<file path="src/hdl/fetch_defines.svh">
// fetch unit widths and constants
// line geometry, queue and stack sizes, reset and trap vectors
`ifndef FETCH_DEFINES_SVH
`define FETCH_DEFINES_SVH

// ------------------------------
// datapath widths
// ------------------------------
`define FETCH_PC_SZ         32                         // program counter width
`define FETCH_XLEN          32                         // instruction width
`define FETCH_CL_BYTES      32                         // bytes per cache line
`define FETCH_CL_SZ         ($clog2(`FETCH_CL_BYTES))  // byte offset bits in a line
`define FETCH_MAX_IPCL      8                          // 32-bit instructions per line

// ------------------------------
// storage depths, powers of two
// ------------------------------
`define FETCH_Q_DEPTH       16
`define FETCH_RAS_DEPTH     8
`define FETCH_QCNT_SZ       ($clog2(`FETCH_Q_DEPTH) + 1)    // queue count, 0..depth
`define FETCH_WCNT_SZ       ($clog2(`FETCH_MAX_IPCL) + 1)   // writes per line, 0..ipcl

// fixed addresses
`define FETCH_RESET_VECTOR  32'h0000_0000   // first fetch after reset
`define FETCH_TRAP_VECTOR   32'h0000_0200   // ecall / ebreak target

`endif

</file>
<file path="src/hdl/fetch_pkg.sv">
// types shared by the fetch unit and its testbench
// fsm states, branch classes, stack ops and the queue entry
`default_nettype none

`include "fetch_defines.svh"

package fetch_pkg;

   // ------------------------------
   // state and opcode enums
   // ------------------------------
   typedef enum logic [1:0] {
      LF_IDLE,                   // ready to request a line
      LF_WAIT,                   // request out, line will be used
      LF_STALE                   // request out, line will be dropped
   } line_fsm_t;

   typedef enum logic [2:0] {
      BR_NONE  = 3'd0,           // not a control transfer
      BR_JALR  = 3'd1,
      BR_COND  = 3'd2,           // beq, bne, blt ...
      BR_JAL   = 3'd3,
      BR_RET   = 3'd4,           // mret
      BR_TRAP  = 3'd5            // ecall, ebreak
   } br_type_t;

   typedef enum logic [1:0] {
      RAS_NONE,
      RAS_PUSH,
      RAS_POP,
      RAS_POP_PUSH               // top entry replaced
   } ras_op_t;

   // ------------------------------
   // bundles
   // ------------------------------
   typedef struct packed {
      logic [`FETCH_PC_SZ-1:0]   pc;
      logic [`FETCH_XLEN-1:0]    instruction;
      logic [`FETCH_PC_SZ-1:0]   predicted_addr;    // where fetch went after this one
   } fetch_entry_t;

   typedef struct packed {
      ras_op_t                   op;
      logic [`FETCH_PC_SZ-1:0]   push_addr;         // return address, pc + 4
   } ras_cmd_t;

endpackage

`default_nettype wire

</file>
<file path="src/hdl/return_addr_stack.sv">
// return address stack for call / return prediction
// circular, wraps silently on overflow and underflow
`timescale 1ns/1ps
`default_nettype none

`include "fetch_defines.svh"

module return_addr_stack (
   input  logic                       clk_in,
   input  logic                       reset_in,
   input  fetch_pkg::ras_cmd_t        ras_cmd,     // from the accepted line
   output logic [`FETCH_PC_SZ-1:0]    ras_top
);
   localparam int PTR_SZ = $clog2(`FETCH_RAS_DEPTH);

   logic [`FETCH_RAS_DEPTH-1:0][`FETCH_PC_SZ-1:0] stack;
   logic [PTR_SZ-1:0]                             ptr;       // next free entry
   logic [PTR_SZ-1:0]                             top_ptr;

   assign top_ptr = ptr - 1'b1;                   // wraps with the pointer
   assign ras_top = stack[top_ptr];

   always_ff @(posedge clk_in)
   begin
      if (reset_in)
      begin
         ptr   <= '0;
         stack <= '0;
      end
      else
      begin
         case (ras_cmd.op)
            fetch_pkg::RAS_PUSH:
            begin
               stack[ptr] <= ras_cmd.push_addr;
               ptr        <= ptr + 1'b1;
            end
            fetch_pkg::RAS_POP:
               ptr <= top_ptr;
            fetch_pkg::RAS_POP_PUSH:
               stack[top_ptr] <= ras_cmd.push_addr;   // same depth, new top
            default:
               ptr <= ptr;
         endcase
      end
   end

endmodule

`default_nettype wire

</file>
<file path="config.mk">
export PLATFORM = sky130hd
export DESIGN_NAME = return_addr_stack
export DESIGN_NICKNAME = d
export VERILOG_FILES = /design/src/hdl/fetch_pkg.sv /design/src/hdl/return_addr_stack.sv
export VERILOG_INCLUDE_DIRS = /design/src /design/src/hdl
export SDC_FILE = /design/constraint.sdc
export NUM_CORES = 1
export LEC_CHECK = 0
export BUFFER_PORTS_ARGS = -buffer_cell sky130_fd_sc_hd__buf_2
export CAP_MARGIN = 40
export CORE_ASPECT_RATIO = 0.7
export CORE_UTILIZATION = 45
export CTS_CLUSTER_SIZE = 10
export DETAILED_ROUTE_END_ITERATION = 6
export HOLD_SLACK_MARGIN = 0.03
export PLACE_DENSITY = 0.62
export SYNTH_ARGS = -nofsm -noshare
export SYNTH_HDL_FRONTEND = slang
export SYNTH_SLANG_ARGS = --single-unit
</file>
<file path="constraint.sdc">
create_clock -name clk_in -period 2.6 [get_ports clk_in]
set_input_delay 0 -clock clk_in [delete_from_list [all_inputs] [get_ports clk_in]]
set_output_delay 0 -clock clk_in [all_outputs]
set_load 0.02 [all_outputs]
</file>
# ---- Word level (Yosys, flattened, before mapping)
# Index checks and enable logic that the tools add are counted.
dict set report totals {
  register_bits 259
  latch_bits 0
  ram_bits 0
  romBits 0
  wordCells 32
  mem_count 0
}
dict set report op_classes {
  addsub 2
  mul 0
  div 0
  order_cmp 4
  eq_ne 3
  n_shift 0
  mux 10
  bitwise 0
  n_reduce_logical 4
}
# op n
set op_table {}
lappend op_table {{$bwmux 256} 2}
lappend op_table {{$pmux 256 s2} 1}
lappend op_table {{$demux 32 s3} 2}
lappend op_table {{$bmux 32 s3} 1}
lappend op_table {{$mux 32} 3}
lappend op_table {{$lt 3x4->1 const B} 2}
lappend op_table {{$ge 3x1->1 const B} 2}
lappend op_table {{$pmux 3 s2} 1}
lappend op_table {{$eq 2x2->1 const B} 2}
lappend op_table {{$reduce_bool 2->1} 2}
lappend op_table {{$add 3x1->3 const B} 1}
lappend op_table {{$sub 3x1->3 const B} 1}
lappend op_table {{$eq 2x1->1 const B} 1}
lappend op_table {{$logic_and 1x1->1} 2}

# ---- Longest topological paths before layout
dict set report logic_depth {
  word_depth 7
  depth_mapped 12
  mapped_depth_nobuf 6
}

# ---- Least setup slack after synthesis
# OpenSTA, ideal clock, no wires.
dict set report synth_timing {
  kind {flip-flop to output port}
  startpoint {reg ptr[0]}
  endpoint {out ras_top[17]}
  t_arrival_ps 2468
  required_ps 2600
  path_slack_ps 132
  stages_incl_launch_ff 10
  n_path_buf 4
  cell_sequence {dfxtp_1 buf_2 buf_4 buf_6 inv_1 ha_1 xor2_1 buf_4 mux4_2 mux2_2}
}
dict set report synth_between {
  elab_chain_len 3
}
# element line_no
set synth_lines {}
lappend synth_lines {{start, declared} return_addr_stack.sv:17} ;# logic [PTR_SZ-1:0] ptr;
lappend synth_lines {{start signal, assigned} return_addr_stack.sv:36} ;# ptr <= ptr + 1'b1;
lappend synth_lines {{start signal, assigned} return_addr_stack.sv:39} ;# ptr <= top_ptr;
lappend synth_lines {{start signal, assigned} return_addr_stack.sv:43} ;# ptr <= ptr;
lappend synth_lines {{$sub 3x1->3} return_addr_stack.sv:20} ;# assign top_ptr = ptr - 1'b1;
lappend synth_lines {{named net top_ptr[0]} return_addr_stack.sv:18} ;# logic [PTR_SZ-1:0] top_ptr;
lappend synth_lines {{$bmux 32 s3} return_addr_stack.sv:21} ;# assign ras_top = stack[top_ptr];
lappend synth_lines {{$mux 32 (not written as such)} return_addr_stack.sv:21}
lappend synth_lines {{end, declared} return_addr_stack.sv:12} ;# output logic [`FETCH_PC_SZ-1:0] ras_top
# The timed path passes the listed nets, and every way through them passes these cells. The select of a mux whose other input is x is not followed.

# ---- Final worst setup path
dict set report layout_timing {
  startpoint {reg ptr[1]}
  endpoint {out ras_top[20]}
}
dict set report layout_between {
  elab_chain_len 3
}
# element line_no
set layout_lines {}
lappend layout_lines {{$sub 3x1->3} return_addr_stack.sv:20}
lappend layout_lines {{$bmux 32 s3} return_addr_stack.sv:21}
lappend layout_lines {{$mux 32 (not written as such)} return_addr_stack.sv:21}
# Every way passes these cells. The select of a mux whose other input is x is not followed.

==> run metrics <==
Mean Syn Cell Area=slightly below 9 sq um; final hold vios=0; row cnt=48; WL final=~31 mm; Clock Power Share=approximately 37%; number of synthesized flops with an enable pin=0; sw frac=between 20% and 30%; syn nets=roughly 1300; fmax=~0.4 GHz; max_cap viols=0; clk_skew=around 0.0092 ns; Crit Path Class=register to output pin; vias=9297; RSZ-0062 raised after global routing=no; CTS tree=done; ys async rst share=0%; clk sinks=about 260; synth cell count leaders=nand2_1 (474), dfxtp_1 (259), a21oi_1 (194); die width=between 150 and 200 um; gr usage total=a little under a quarter; Pleak=0.005220 uW; Clock Tree Root=clkbuf_16; starting DRC count in detailed routing=approximately 810; Via density=approximately 5.4; minimum clock period=2.498 ns; combinational share of power=roughly a fifth; Worst-Margin Slew=0.5841 ns; DRC viols=0; Mapped Cells=roughly 1300; Vert. Die Dim=~140 um; max-slew violations=0; CP Launch Type=register; Final setup viols=0; WL/cell=18.19 um; Max clock buf depth=3; Setup TNS Final=0 ns; die footprint=26370 sq um; post-synthesis cell area=approximately 12000 sq um; Netlist cell types=35; Int Pwr=about 7000 uW; fin nets=roughly 1400; final core utilization=roughly 54%; Clock transition at path regs=0.06 ns; PD cells=between 700 and 800 nW/um^2; share of post-route cells with drive strength above 1=16.85%; largest net degree at the start of global routing=79; Relative slew margins=between 60% and 70%; CTS Buf Count=30; CP required=roughly 2.6 ns; Layout area overhead=17.04%; Synth top area share=44.81%; Starting Density=46.42%; CP arrival=about 2.5 ns; register bit total from synthesis=roughly 260; largest vdd supply drop=about 0.55 mV; most frequent cell after synthesis=nand2_1; Yosys Warn Count=0; number of global-route vias before repair=9096; Hold Crit Class=input port to register; DRT Pass-1 Iters=4; sequential share of power=a little over two fifths; post-DP HPWL=a little under 20 mm; grt ovf=0; status=finished clean; antenna violations before repair=0; GP Congestion=0.7661; predominant post-synthesis flop cell=dfxtp_1; # diodes=0; Top-Level Pins=just under 70; Switching Power=about 2800 uW; IO Port Bufs=67; Final ANT Viol Nets=0; Setup crit end kind=output pin; core area=approximately 25000 sq um; Synth area leader=dfxtp_1; post-synthesis sequential area ratio=about 45%; Skew-Pair Late Insertion Delay=~0.55 ns; CP max FO=5; first-pass GRT wire length=50.24 mm; Fin Hold WS=between 0.3 and 0.4 ns; largest cells by area after synthesis=dfxtp_1 (45%), nand2_1 (15%), mux4_2 (12%); CTS H-tree depth=1; crit share post-route=a little over nine tenths
[placed cells by master, fill, tap and decap left out, types with 2 or more instances in the layout]
cell type        n
buf_6            3
inv_1            3
buf_4           41
mux2i_1         65
a32o_2           2
clkbuf_1         4
dlygate4sd3_1   36
nor2_1           3
a21oi_1        194
a32oi_2          3
dfxtp_1        257
mux4_2          64
ha_1             4
mux2_2           3
nand2_1        474
buf_2           66
buf_12           6
nor2b_1          3
clkbuf_16       31
and2_1           2
o32a_1           2
nand2b_1        99
o32ai_4          3
xor2_1           2
[worst paths after layout]
| path | from | endpoint | slack, ns | cells past startpoint |
|---|---|---|---|---|
| worst max-delay path | ptr[1]$_SDFFE_PP0P_ | ras_top[20] | 0.10 | 6 |
| worst min-delay path | ras_cmd[25] | stack[153]$_SDFFE_PP0P_ | 0.30 | 4 |
| worst max register to register | ptr[0]$_SDFFE_PP0P_ | stack[240]$_SDFFE_PP0P_ | 0.42 | 6 |
| worst min register to register | stack[160]$_SDFFE_PP0P_ | stack[160]$_SDFFE_PP0P_ | 0.44 | 2 |
[flip-flops by register name (all words and copies together) (netlist names)]
register,flops
stack,256
ptr,3
[power groups by stage]
stage                     clock network [uW]  logic, uW  registers, uW
after floorplan                            0       1230           4320
after global placement                     0       1830           4350
after detailed placement                   0       1850           4350
after CTS                               3720       1930           4270
after global routing                    3860       2070           4290
final                                   3650       1930           4270
[stage by stage]
| step | worst slack [ns] | power, uW | cell area (sq um) | std cells |
|---|---|---|---|---|
| 6_report | 0.1021 | 9859 | 13540 | 1714 |
| 5_1_grt | 0.01761 | 10230 | 13540 | 1714 |
| 4_1_cts | 0.006817 | 9926 | 13530 | 1713 |
| 3_5_place_dp | 0.4026 | 6205 | 12340 | 1638 |
| 3_3_place_gp | 0.2347 | 6177 | 12320 | 1637 |
| 2_1_floorplan | 0.1320 | 5547 | 11570 | 1301 |
[per-layer routing]
| metal | vias up | wire length, um | track usage [%] |
|---|---|---|---|
| met2 | 239 | 13770 | 37.38 |
| li1 | 4512 | - | - |
| met1 | 4504 | 15250 | 35.26 |
| met5 | - | 0 | 0 |
| met3 | 42 | 1632 | 3.200 |
| met4 | 0 | 529 | 4.800 |
[critical path, stage by stage, from the launching register on]
cell     delay (ns)
dfxtp_2        0.35
inv_1          0.11
ha_4           0.21
xor2_4         0.25
mux4_2         0.56
mux2_2         0.30
buf_2          0.16
[repair_timing]
item                                    CTS  global route
resized for setup                         1             2
hold endpoints to repair                259             0
hold buffers                             36             0
buffers inserted                          3             1
gates cloned                              0             0
pin swaps                                 2             1
endpoints found under the setup margin   25            13
[area by class of cell]
class	count	area (sq um)
repair buffers	152	1152
multi-input cells	938	5974
fillers	2251	11380
flip-flops and latches	259	5190
clock inverters	1	8.758
inverters	4	18.77
well taps	325	406.6
clock buffers	35	790.8
[cell families after synthesis]
group	share of synthesized area (%)
AOI/OAI and AO/OA	10.05
xor gates and xnor gates	0.3678
adders and majority gates	0.5407
buffers and inverters	4.380
DFF	44.81
muxes	18.37
and+or+nand+nor	21.48
No activity file was read; power rests on OpenSTA's default activity.
